`config.mk`:
```
export PLATFORM = sky130hd
export DESIGN_NAME = ooo_core
export DESIGN_NICKNAME = d
export VERILOG_FILES = /design/src/hdl/ooo_pkg.sv /design/src/hdl/ooo_core.sv /design/src/hdl/reorder_buffer.sv /design/src/hdl/alu_exec.sv /design/src/hdl/dispatch.sv /design/src/hdl/rename_table.sv /design/src/hdl/uop_decoder.sv
export VERILOG_INCLUDE_DIRS = /design/src /design/src/include
export SDC_FILE = /design/constraint.sdc
export NUM_CORES = 2
export LEC_CHECK = 0
export BUFFER_PORTS_ARGS = -buffer_cell sky130_fd_sc_hd__buf_2
export CORE_MARGIN = 4
export CORE_UTILIZATION = 30
export CTS_BUF_LIST = sky130_fd_sc_hd__clkbuf_8
export DETAILED_ROUTE_END_ITERATION = 7
export HOLD_SLACK_MARGIN = 0.15
export PLACE_DENSITY = 0.47
export SYNTH_ARGS = -nofsm -noshare
export SYNTH_HDL_FRONTEND = slang
export SYNTH_SLANG_ARGS = --single-unit
```
`constraint.sdc`:
```
create_clock -name clk -period 7.9 [get_ports clk]
set_input_delay 2.37 -clock clk [delete_from_list [all_inputs] [get_ports clk]]
set_output_delay 2.37 -clock clk [all_outputs]
set_load 0.02 [all_outputs]
```
`src/include/ooo_settings.svh`:
```
`ifndef OOO_SETTINGS_SVH
`define OOO_SETTINGS_SVH

// datapath and pc
`define OOO_XLEN       32
`define OOO_PC_W       32

// instruction word fields
`define OOO_OPC_W      5
`define OOO_IMM_W      16
`define OOO_UOP_W      4

// register files
`define OOO_ARCH_REGS  8
`define OOO_ARCH_W     3
`define OOO_PHYS_REGS  16
`define OOO_TAG_W      4

// reorder buffer
`define OOO_ROB_SIZE   8
`define OOO_ROB_W      3

`endif
```
`src/hdl/ooo_pkg.sv`:
```
`default_nettype none

`include "ooo_settings.svh"

package ooo_pkg;

    typedef struct packed {
        logic [`OOO_OPC_W-1:0]  opcode;
        logic [`OOO_ARCH_W-1:0] rd;
        logic [`OOO_ARCH_W-1:0] rs1;
        logic [`OOO_ARCH_W-1:0] rs2;
        logic [17:0]            pad;
    } r_fmt_t;

    typedef struct packed {
        logic [`OOO_OPC_W-1:0]  opcode;
        logic [`OOO_ARCH_W-1:0] rd;
        logic [`OOO_ARCH_W-1:0] rs1;
        logic [4:0]             pad;
        logic [`OOO_IMM_W-1:0]  imm;    // sign-extended on decode
    } i_fmt_t;

    typedef union packed {
        r_fmt_t r_fmt;
        i_fmt_t i_fmt;
    } instr_word_t;

    // opcode[2:0] selects the uop, opcode[3] the immediate form
    typedef enum logic [`OOO_UOP_W-1:0] {
        UOP_ADD = 4'd0,
        UOP_SUB = 4'd1,
        UOP_AND = 4'd2,
        UOP_OR  = 4'd3,
        UOP_XOR = 4'd4,
        UOP_SLL = 4'd5,
        UOP_SRL = 4'd6
    } uop_e;

    typedef struct packed {
        uop_e                   uop;
        logic                   use_imm;
        logic [`OOO_XLEN-1:0]   imm;
        logic [`OOO_ARCH_W-1:0] rs1;
        logic [`OOO_ARCH_W-1:0] rs2;
        logic [`OOO_ARCH_W-1:0] rd;
        logic [`OOO_PC_W-1:0]   pc;
        logic                   except;
    } decoded_t;

    typedef struct packed {
        uop_e                  uop;
        logic                  op1_rdy;
        logic [`OOO_TAG_W-1:0] op1_tag;
        logic [`OOO_XLEN-1:0]  op1_val;
        logic                  op2_rdy;
        logic [`OOO_TAG_W-1:0] op2_tag;
        logic [`OOO_XLEN-1:0]  op2_val;
        logic [`OOO_TAG_W-1:0] dest_tag;
        logic [`OOO_ROB_W-1:0] rob_entry;
    } dispatch_t;

    typedef struct packed {
        logic [`OOO_PC_W-1:0]   pc;
        logic [`OOO_ARCH_W-1:0] dest_arch;
        logic [`OOO_TAG_W-1:0]  dest_phys;
        logic [`OOO_TAG_W-1:0]  dest_oldphys;
        logic                   except;
    } rob_alloc_t;

    typedef struct packed {
        logic                  valid;
        logic [`OOO_TAG_W-1:0] tag;
        logic [`OOO_ROB_W-1:0] rob_entry;
        logic [`OOO_XLEN-1:0]  value;
    } result_t;

    typedef struct packed {
        logic                   valid;
        logic [`OOO_PC_W-1:0]   pc;
        logic [`OOO_ARCH_W-1:0] dest_arch;
        logic [`OOO_XLEN-1:0]   value;
        logic                   except;
    } commit_t;

endpackage

`default_nettype wire

```
`src/hdl/ooo_core.sv`:
```
`timescale 1ns/1ns
`default_nettype none

`include "ooo_settings.svh"

module ooo_core (
    input  logic                 clk,
    input  logic                 rst,
    input  logic                 instr_valid,
    input  ooo_pkg::instr_word_t instr,
    input  logic [`OOO_PC_W-1:0] instr_pc,
    output logic                 stall,
    output ooo_pkg::commit_t     commit
);
    import ooo_pkg::*;

    logic                  dec_valid;
    decoded_t              dec;
    logic                  src1_rdy;
    logic                  src2_rdy;
    logic [`OOO_TAG_W-1:0] src1_tag;
    logic [`OOO_TAG_W-1:0] src2_tag;
    logic [`OOO_XLEN-1:0]  src1_val;
    logic [`OOO_XLEN-1:0]  src2_val;
    logic [`OOO_TAG_W-1:0] dest_tag;
    logic [`OOO_TAG_W-1:0] dest_oldtag;
    logic                  free_empty;
    logic                  free_valid;
    logic [`OOO_TAG_W-1:0] free_tag;
    logic [`OOO_ROB_W-1:0] rob_tail;
    logic                  rob_full;
    logic                  disp_valid;
    dispatch_t             disp;
    logic                  alloc;
    rob_alloc_t            alloc_info;
    result_t               result;
    logic                  alu_busy;

    // only a decoded uop can be held back
    assign stall = dec_valid & (rob_full | free_empty | alu_busy);

    uop_decoder uop_decoder_inst (
        .clk         (clk),
        .rst         (rst),
        .instr_valid (instr_valid),
        .instr       (instr),
        .instr_pc    (instr_pc),
        .stall       (stall),
        .dec_valid   (dec_valid),
        .dec         (dec)
    );

    rename_table rename_table_inst (
        .clk         (clk),
        .rst         (rst),
        .dec_valid   (dec_valid),
        .dec         (dec),
        .stall       (stall),
        .result      (result),
        .free_valid  (free_valid),
        .free_tag    (free_tag),
        .src1_rdy    (src1_rdy),
        .src2_rdy    (src2_rdy),
        .src1_tag    (src1_tag),
        .src2_tag    (src2_tag),
        .src1_val    (src1_val),
        .src2_val    (src2_val),
        .dest_tag    (dest_tag),
        .dest_oldtag (dest_oldtag),
        .free_empty  (free_empty)
    );

    dispatch dispatch_inst (
        .clk         (clk),
        .rst         (rst),
        .dec_valid   (dec_valid),
        .dec         (dec),
        .stall       (stall),
        .src1_rdy    (src1_rdy),
        .src2_rdy    (src2_rdy),
        .src1_tag    (src1_tag),
        .src2_tag    (src2_tag),
        .src1_val    (src1_val),
        .src2_val    (src2_val),
        .dest_tag    (dest_tag),
        .dest_oldtag (dest_oldtag),
        .rob_tail    (rob_tail),
        .disp_valid  (disp_valid),
        .disp        (disp),
        .alloc       (alloc),
        .alloc_info  (alloc_info)
    );

    alu_exec alu_exec_inst (
        .clk        (clk),
        .rst        (rst),
        .disp_valid (disp_valid),
        .disp       (disp),
        .result     (result),
        .busy       (alu_busy)
    );

    reorder_buffer reorder_buffer_inst (
        .clk        (clk),
        .rst        (rst),
        .alloc      (alloc),
        .alloc_info (alloc_info),
        .result     (result),
        .rob_tail   (rob_tail),
        .rob_full   (rob_full),
        .commit     (commit),
        .free_valid (free_valid),
        .free_tag   (free_tag)
    );

endmodule

`default_nettype wire

```
`src/hdl/reorder_buffer.sv`:
```
`timescale 1ns/1ns
`default_nettype none

`include "ooo_settings.svh"

module reorder_buffer (
    input  logic                  clk,
    input  logic                  rst,
    input  logic                  alloc,
    input  ooo_pkg::rob_alloc_t   alloc_info,
    input  ooo_pkg::result_t      result,
    output logic [`OOO_ROB_W-1:0] rob_tail,
    output logic                  rob_full,
    output ooo_pkg::commit_t      commit,
    output logic                  free_valid,
    output logic [`OOO_TAG_W-1:0] free_tag
);
    import ooo_pkg::*;

    rob_alloc_t               info  [`OOO_ROB_SIZE];
    logic [`OOO_XLEN-1:0]     value [`OOO_ROB_SIZE];
    logic [`OOO_ROB_SIZE-1:0] done;
    logic [`OOO_ROB_W-1:0]    head;
    logic [`OOO_ROB_W-1:0]    tail;
    logic [`OOO_ROB_W:0]      count;
    logic                     retire;

    assign retire = (count != '0) & done[head];

    // an alloc still in flight already owns the current tail
    assign rob_tail = tail + alloc;
    assign rob_full = ((count + alloc) == `OOO_ROB_SIZE);

    always_ff @(posedge clk) begin
        if (rst) begin
            head         <= '0;
            tail         <= '0;
            count        <= '0;
            done         <= '0;
            commit.valid <= 1'b0;
            free_valid   <= 1'b0;
        end else begin
            if (alloc) begin
                done[tail] <= alloc_info.except;    // illegal entries are done at once
                tail       <= tail + 1'b1;
            end
            if (result.valid) begin
                done[result.rob_entry] <= 1'b1;
            end
            if (retire) begin
                head <= head + 1'b1;
            end
            count        <= count + alloc - retire;
            commit.valid <= retire;
            free_valid   <= retire & ~info[head].except;
        end

        if (alloc) begin
            info[tail] <= alloc_info;
        end
        if (result.valid) begin
            value[result.rob_entry] <= result.value;
        end

        if (retire) begin
            commit.pc        <= info[head].pc;
            commit.dest_arch <= info[head].dest_arch;
            commit.value     <= value[head];
            commit.except    <= info[head].except;
            free_tag         <= info[head].dest_oldphys;    // previous mapping is dead now
        end
    end

endmodule

`default_nettype wire

```
`src/hdl/alu_exec.sv`:
```
`timescale 1ns/1ns
`default_nettype none

`include "ooo_settings.svh"

module alu_exec (
    input  logic               clk,
    input  logic               rst,
    input  logic               disp_valid,
    input  ooo_pkg::dispatch_t disp,
    output ooo_pkg::result_t   result,
    output logic               busy
);
    import ooo_pkg::*;

    logic                 slot_valid;
    dispatch_t            slot;
    logic                 fire;
    logic [`OOO_XLEN-1:0] alu_out;

    // capture any operand the broadcast is carrying
    function automatic dispatch_t wake(input dispatch_t e, input result_t r);
        dispatch_t w;
        w = e;
        if (r.valid && !e.op1_rdy && (r.tag == e.op1_tag)) begin
            w.op1_rdy = 1'b1;
            w.op1_val = r.value;
        end
        if (r.valid && !e.op2_rdy && (r.tag == e.op2_tag)) begin
            w.op2_rdy = 1'b1;
            w.op2_val = r.value;
        end
        return w;
    endfunction

    assign fire = slot_valid & slot.op1_rdy & slot.op2_rdy;
    assign busy = disp_valid | (slot_valid & ~fire);    // an incoming uop fills the slot

    always_comb begin
        case (slot.uop)
            UOP_ADD: alu_out = slot.op1_val + slot.op2_val;
            UOP_SUB: alu_out = slot.op1_val - slot.op2_val;
            UOP_AND: alu_out = slot.op1_val & slot.op2_val;
            UOP_OR:  alu_out = slot.op1_val | slot.op2_val;
            UOP_XOR: alu_out = slot.op1_val ^ slot.op2_val;
            UOP_SLL: alu_out = slot.op1_val << slot.op2_val[4:0];
            UOP_SRL: alu_out = slot.op1_val >> slot.op2_val[4:0];
            default: alu_out = '0;
        endcase
    end

    always_ff @(posedge clk) begin
        if (rst) begin
            slot_valid   <= 1'b0;
            result.valid <= 1'b0;
        end else begin
            result.valid <= fire;
            if (disp_valid) begin
                slot_valid <= 1'b1;
            end else if (fire) begin
                slot_valid <= 1'b0;
            end
        end
        if (fire) begin
            result.tag       <= slot.dest_tag;
            result.rob_entry <= slot.rob_entry;
            result.value     <= alu_out;
        end
        slot <= disp_valid ? wake(disp, result) : wake(slot, result);
    end

endmodule

`default_nettype wire

```
`src/hdl/dispatch.sv`:
```
`timescale 1ns/1ns
`default_nettype none

`include "ooo_settings.svh"

module dispatch (
    input  logic                  clk,
    input  logic                  rst,
    input  logic                  dec_valid,
    input  ooo_pkg::decoded_t     dec,
    input  logic                  stall,
    input  logic                  src1_rdy,
    input  logic                  src2_rdy,
    input  logic [`OOO_TAG_W-1:0] src1_tag,
    input  logic [`OOO_TAG_W-1:0] src2_tag,
    input  logic [`OOO_XLEN-1:0]  src1_val,
    input  logic [`OOO_XLEN-1:0]  src2_val,
    input  logic [`OOO_TAG_W-1:0] dest_tag,
    input  logic [`OOO_TAG_W-1:0] dest_oldtag,
    input  logic [`OOO_ROB_W-1:0] rob_tail,
    output logic                  disp_valid,
    output ooo_pkg::dispatch_t    disp,
    output logic                  alloc,
    output ooo_pkg::rob_alloc_t   alloc_info
);
    logic go;

    assign go = dec_valid & ~stall;

    always_ff @(posedge clk) begin
        if (rst) begin
            disp_valid <= 1'b0;
            alloc      <= 1'b0;
        end else begin
            disp_valid <= go & ~dec.except;    // illegal uops skip the alu
            alloc      <= go;
        end
    end

    always_ff @(posedge clk) begin
        if (go) begin
            disp.uop       <= dec.uop;
            disp.op1_rdy   <= src1_rdy;
            disp.op1_tag   <= src1_tag;
            disp.op1_val   <= src1_val;
            disp.op2_rdy   <= dec.use_imm ? 1'b1 : src2_rdy;
            disp.op2_tag   <= dec.use_imm ? '0 : src2_tag;
            disp.op2_val   <= dec.use_imm ? dec.imm : src2_val;
            disp.dest_tag  <= dest_tag;
            disp.rob_entry <= rob_tail;

            alloc_info.pc           <= dec.pc;
            alloc_info.dest_arch    <= dec.rd;
            alloc_info.dest_phys    <= dest_tag;
            alloc_info.dest_oldphys <= dest_oldtag;
            alloc_info.except       <= dec.except;
        end
    end

endmodule

`default_nettype wire

```
`src/hdl/rename_table.sv`:
```
`timescale 1ns/1ns
`default_nettype none

`include "ooo_settings.svh"

module rename_table (
    input  logic                  clk,
    input  logic                  rst,
    input  logic                  dec_valid,
    input  ooo_pkg::decoded_t     dec,
    input  logic                  stall,
    input  ooo_pkg::result_t      result,
    input  logic                  free_valid,
    input  logic [`OOO_TAG_W-1:0] free_tag,
    output logic                  src1_rdy,
    output logic                  src2_rdy,
    output logic [`OOO_TAG_W-1:0] src1_tag,
    output logic [`OOO_TAG_W-1:0] src2_tag,
    output logic [`OOO_XLEN-1:0]  src1_val,
    output logic [`OOO_XLEN-1:0]  src2_val,
    output logic [`OOO_TAG_W-1:0] dest_tag,
    output logic [`OOO_TAG_W-1:0] dest_oldtag,
    output logic                  free_empty
);
    typedef logic [`OOO_TAG_W-1:0] tag_t;
    typedef logic [`OOO_TAG_W:0]   fl_cnt_t;

    tag_t                      alias_tab [`OOO_ARCH_REGS];
    logic [`OOO_XLEN-1:0]      prf       [`OOO_PHYS_REGS];
    logic [`OOO_PHYS_REGS-1:0] prf_rdy;
    tag_t                      fl_mem    [`OOO_PHYS_REGS];
    tag_t                      fl_head;
    tag_t                      fl_tail;
    fl_cnt_t                   fl_count;
    logic                      rename;
    logic                      fwd1;
    logic                      fwd2;

    assign rename = dec_valid & ~stall & ~dec.except;    // illegal uops take no tag

    assign src1_tag = alias_tab[dec.rs1];
    assign src2_tag = alias_tab[dec.rs2];

    // result landing this cycle is not in the prf yet
    assign fwd1 = result.valid & (result.tag == src1_tag);
    assign fwd2 = result.valid & (result.tag == src2_tag);

    assign src1_rdy = prf_rdy[src1_tag] | fwd1;
    assign src2_rdy = prf_rdy[src2_tag] | fwd2;
    assign src1_val = fwd1 ? result.value : prf[src1_tag];
    assign src2_val = fwd2 ? result.value : prf[src2_tag];

    assign dest_tag    = fl_mem[fl_head];
    assign dest_oldtag = alias_tab[dec.rd];
    assign free_empty  = (fl_count == '0);

    always_ff @(posedge clk) begin
        if (rst) begin
            // identity mapping, upper tags start out free
            for (int i = 0; i < `OOO_ARCH_REGS; i++) begin
                alias_tab[i] <= tag_t'(i);
                fl_mem[i]    <= tag_t'(i + `OOO_ARCH_REGS);
            end
            for (int i = 0; i < `OOO_PHYS_REGS; i++) begin
                prf[i] <= '0;
            end
            prf_rdy  <= '1;
            fl_head  <= '0;
            fl_tail  <= tag_t'(`OOO_ARCH_REGS);
            fl_count <= fl_cnt_t'(`OOO_PHYS_REGS - `OOO_ARCH_REGS);
        end else begin
            if (result.valid) begin
                prf[result.tag]     <= result.value;
                prf_rdy[result.tag] <= 1'b1;
            end
            if (rename) begin
                alias_tab[dec.rd] <= dest_tag;
                prf_rdy[dest_tag] <= 1'b0;
                fl_head           <= fl_head + 1'b1;
            end
            if (free_valid) begin
                fl_mem[fl_tail] <= free_tag;
                fl_tail         <= fl_tail + 1'b1;
            end
            fl_count <= fl_count + free_valid - rename;
        end
    end

endmodule

`default_nettype wire

```
`src/hdl/uop_decoder.sv`:
```
`timescale 1ns/1ns
`default_nettype none

`include "ooo_settings.svh"

module uop_decoder (
    input  logic                 clk,
    input  logic                 rst,
    input  logic                 instr_valid,
    input  ooo_pkg::instr_word_t instr,
    input  logic [`OOO_PC_W-1:0] instr_pc,
    input  logic                 stall,
    output logic                 dec_valid,
    output ooo_pkg::decoded_t    dec
);
    import ooo_pkg::*;

    decoded_t              next_dec;
    logic [`OOO_OPC_W-1:0] opc;

    assign opc = instr.r_fmt.opcode;    // same bits in both forms

    always_comb begin
        next_dec         = '0;
        next_dec.pc      = instr_pc;
        next_dec.use_imm = opc[3];
        next_dec.except  = opc[4] | (opc[2:0] == 3'd7);
        next_dec.rd      = instr.r_fmt.rd;    // rd and rs1 sit alike in both forms
        next_dec.rs1     = instr.r_fmt.rs1;
        if (!next_dec.except) begin
            next_dec.uop = uop_e'({1'b0, opc[2:0]});
        end
        if (opc[3]) begin
            next_dec.imm = {{(`OOO_XLEN-`OOO_IMM_W){instr.i_fmt.imm[`OOO_IMM_W-1]}},
                            instr.i_fmt.imm};
        end else begin
            next_dec.rs2 = instr.r_fmt.rs2;
        end
    end

    always_ff @(posedge clk) begin
        if (rst) begin
            dec_valid <= 1'b0;
        end else if (!stall) begin
            dec_valid <= instr_valid;
        end
    end

    // payload only moves when a new word is taken
    always_ff @(posedge clk) begin
        if (!stall && instr_valid) begin
            dec <= next_dec;
        end
    end

endmodule

`default_nettype wire

```
==> flow_summary.json <==
{
  "setup_viol": 0,
  "fin_tns_setup_ns": 0,
  "cts_made_buffers": 302,
  "post_dp_cell_area_um2": 83400,
  "synth.area.top_cells": "edfxtp_1, mux4_2, and2_1",
  "yosysTopAreaCellShare": 0.598,
  "async_reset_ff_frac": 0,
  "grt_pass1_vias": 51000,
  "slowest_delay_ns": 0.50,
  "syn-cell-area_um2": 78600,
  "drt_iter0_markers": 5550,
  "synth_compound_area_frac": 0.0669,
  "rsz0062_at_grt": "no",
  "crit_slowest_cell": "inv_1",
  "ys_seq_area_frac": 0.615,
  "startpoint_type": "register",
  "yosys_register_bits": 1632,
  "finClkSkew_ns": 0.109,
  "finalCriticalPeriod_ns": 5.79,
  "finalHoldViolCount": 0,
  "hold_buffers": 0,
  "htree_levels": 5,
  "dr.pass1.iters": 6,
  "hpwl_um": 146000,
  "utilization": 0.341,
  "finalMaxSlewViolations": 0,
  "core_region_area_um2": 260000,
  "yosys_warnings": 0,
  "floorplan.rows": 187,
  "initial_core_util": 0.302,
  "fmax_mhz": 173,
  "ctsLongestPathBuffers": 4,
  "synthXorXnorAreaFrac": 0.00936,
  "insertion_delay_ns": 1.03,
  "p_per_area_nw_per_um2": 240,
  "synth_top_family_by_area": "simple AND/OR/NAND/NOR gates",
  "synth_most_common_cell": "edfxtp_1",
  "cp.required_ns": 8.66,
  "cts_resized": 0,
  "antenna_found_initial": 35,
  "yosys.area_share.simple": 0.134,
  "path_cells": "buf_4 -> inv_1 -> ha_1 -> nand2b_1 -> or3_1 -> nor3_1 -> and2_1 -> nor2_1 -> xnor2_1 -> ha_1 -> nand4_1 -> or3_1 -> a211oi_1 -> nor2_1 -> a21oi_1 -> a22oi_1 -> o311ai_0 -> o311ai_1",
  "cts_tree": "yes",
  "drive_gt1_frac": 0.184,
  "fin_hold_ws_ns": 0.367,
  "die_w_um": 520,
  "synth.area.mux_share": 0.125,
  "ys_types": 77,
  "yosys.area.top_type": "edfxtp_1",
  "fin_area_um2": 88600,
  "postCtsSetupRepairBufs": 0,
  "critPathBufInv": 2,
  "grt_pass1_wl_um": 367000,
  "fp.dieH_um": 520,
  "synthCells": 5986,
  "cts_root_buffer": "clkbuf_8",
  "final_antenna_net_count": 0,
  "synth_nets": 6177,
  "finalCritPeriodShare": 0.733,
  "status": "complete, no violations",
  "final_nets": 6285,
  "synthTopCellsByCount": "edfxtp_1, nand2_1, and2_1",
  "path_max_fanout": 25,
  "p_leak_nw": 31.0,
  "end_kind": "register",
  "drc": 0,
  "cts_sinks": 1632,
  "grt_use_total": 0.184,
  "synth-adder-area-share": 0.0200,
  "clk_transition_reported_paths_ns": 0.06,
  "hold_path.class": "reg -> reg",
  "synth_ff_type": "edfxtp_1",
  "worstMarginPinSlew_ns": 1.26,
  "max_slew_margin": 0.161,
  "arrival_ns": 6.55,
  "die_area_um2": 270000,
  "synth-edff-count": 1565,
  "stdcell_count": 9812,
  "io_pins": 137,
  "syn_area_per_cell_um2": 13.1,
  "totalWireLength_um": 256000,
  "gp_congestion": 0.886,
  "max_cap_viol_count": 0,
  "place_inst": 9286,
  "via_per_inst": 5.24,
  "port_buffers": 134,
  "path_delay_family": "simple AND/OR/NAND/NOR gates",
  "grt_max_degree": 127,
  "area_growth_syn_to_layout_pct": 12.7,
  "wl_per_cell_um": 26.1,
  "vias": 51400,
  "ir_drop_uv": 177,
  "path_class": "reg -> reg",
  "grt_overflow": 0
}
==> final cells by class <==
| type | count | area, um2 |
|---|---|---|
| diodes | 15 | 37.5 |
| clock buffers | 313 | 4310 |
| clock inverters | 198 | 938 |
| fillers | 25500 | 172000 |
| inverters | 115 | 447 |
| multi-input cells | 3773 | 28400 |
| flip-flops and latches | 1632 | 48400 |
| well taps | 3496 | 4370 |
| repair buffers | 270 | 1770 |
==> placed cells by master (no fill, tap or decap), types with 32 or more instances in the layout <==
cell type  instances
mux2_2           156
mux2i_1          201
edfxtp_1        1565
buf_4            130
nor2_1           227
ha_1             121
mux4_2           262
a311oi_1         110
a21oi_1          119
o22ai_1           55
a31oi_1           99
o21ai_0           75
a211oi_1          81
and3_1           149
clkinv_1          67
buf_2            134
nand2_1          911
a22oi_1           32
nand3_1          158
xnor2_1           59
dfxtp_1           61
and2_1           552
inv_1            196
clkbuf_8         313
==> per-stage QoR <==
step	setup WS, ns	total power, mW
final	2.11	21.2
after global routing	1.81	22.1
after CTS	2.11	21.4
after detailed placement	2.07	14.0
after global placement	2.06	14.0
after floorplan	2.26	12.6
==> where the power goes <==
part	leakage [nW]	switching [mW]	internal [mW]	total, mW
clock	3.05	3.56	3.78	7.34
combinational	12.6	2.42	1.17	3.59
sequential	15.4	0.331	9.97	10.3
total	31.0	6.30	14.9	21.2
==> state kept, by name, indices dropped and copies added, names as in the netlist, 5 cells and up, named ones only <==
name / count
uop_decoder_inst.dec: 62
reorder_buffer_inst.value: 256
reorder_buffer_inst.done: 8
rename_table_inst.prf: 512
rename_table_inst.prf_rdy: 16
alu_exec_inst.slot: 84
rename_table_inst.fl_count: 5
rename_table_inst.alias_tab: 32
dispatch_inst.alloc_info: 40
reorder_buffer_inst.commit: 69
reorder_buffer_inst.info: 320
rename_table_inst.fl_mem: 64
dispatch_inst.disp: 84
alu_exec_inst.result: 40
==> kinds of logic after synthesis <==
logic type               count (synthesis)
flip-flops                            1632
multiplexers                           629
AO/OA/AOI/OAI                          754
adder cells (fa/ha/maj)                124
AND/OR/NAND/NOR                       2182
buffers and inverters                  581
XOR/XNOR                                84
==> path summary, 6_finish.rpt <==
path / startpoint / cells after the start / slack [ns] / end
setup / recovery: alu_exec_inst.slot[7] / 18 / 2.11 / alu_exec_inst.result[29]
hold / removal: dispatch_inst.disp[4] / 0 / 0.37 / alu_exec_inst.slot[4]
setup reg to reg: alu_exec_inst.slot[7] / 18 / 2.11 / alu_exec_inst.result[29]
hold reg to reg: dispatch_inst.disp[4] / 0 / 0.37 / alu_exec_inst.slot[4]
==> layer usage <==
layer	track usage	vias up	share of wire	routed length, um
li1	-	22600	-	-
met1	0.261	26200	0.44	114000
met2	0.287	2126	0.45	116000
met3	0.0360	445	0.079	20100
met4	0.0528	8	0.027	6830
met5	0	-	0.00054	139
Power figures use the tool's default switching activity.
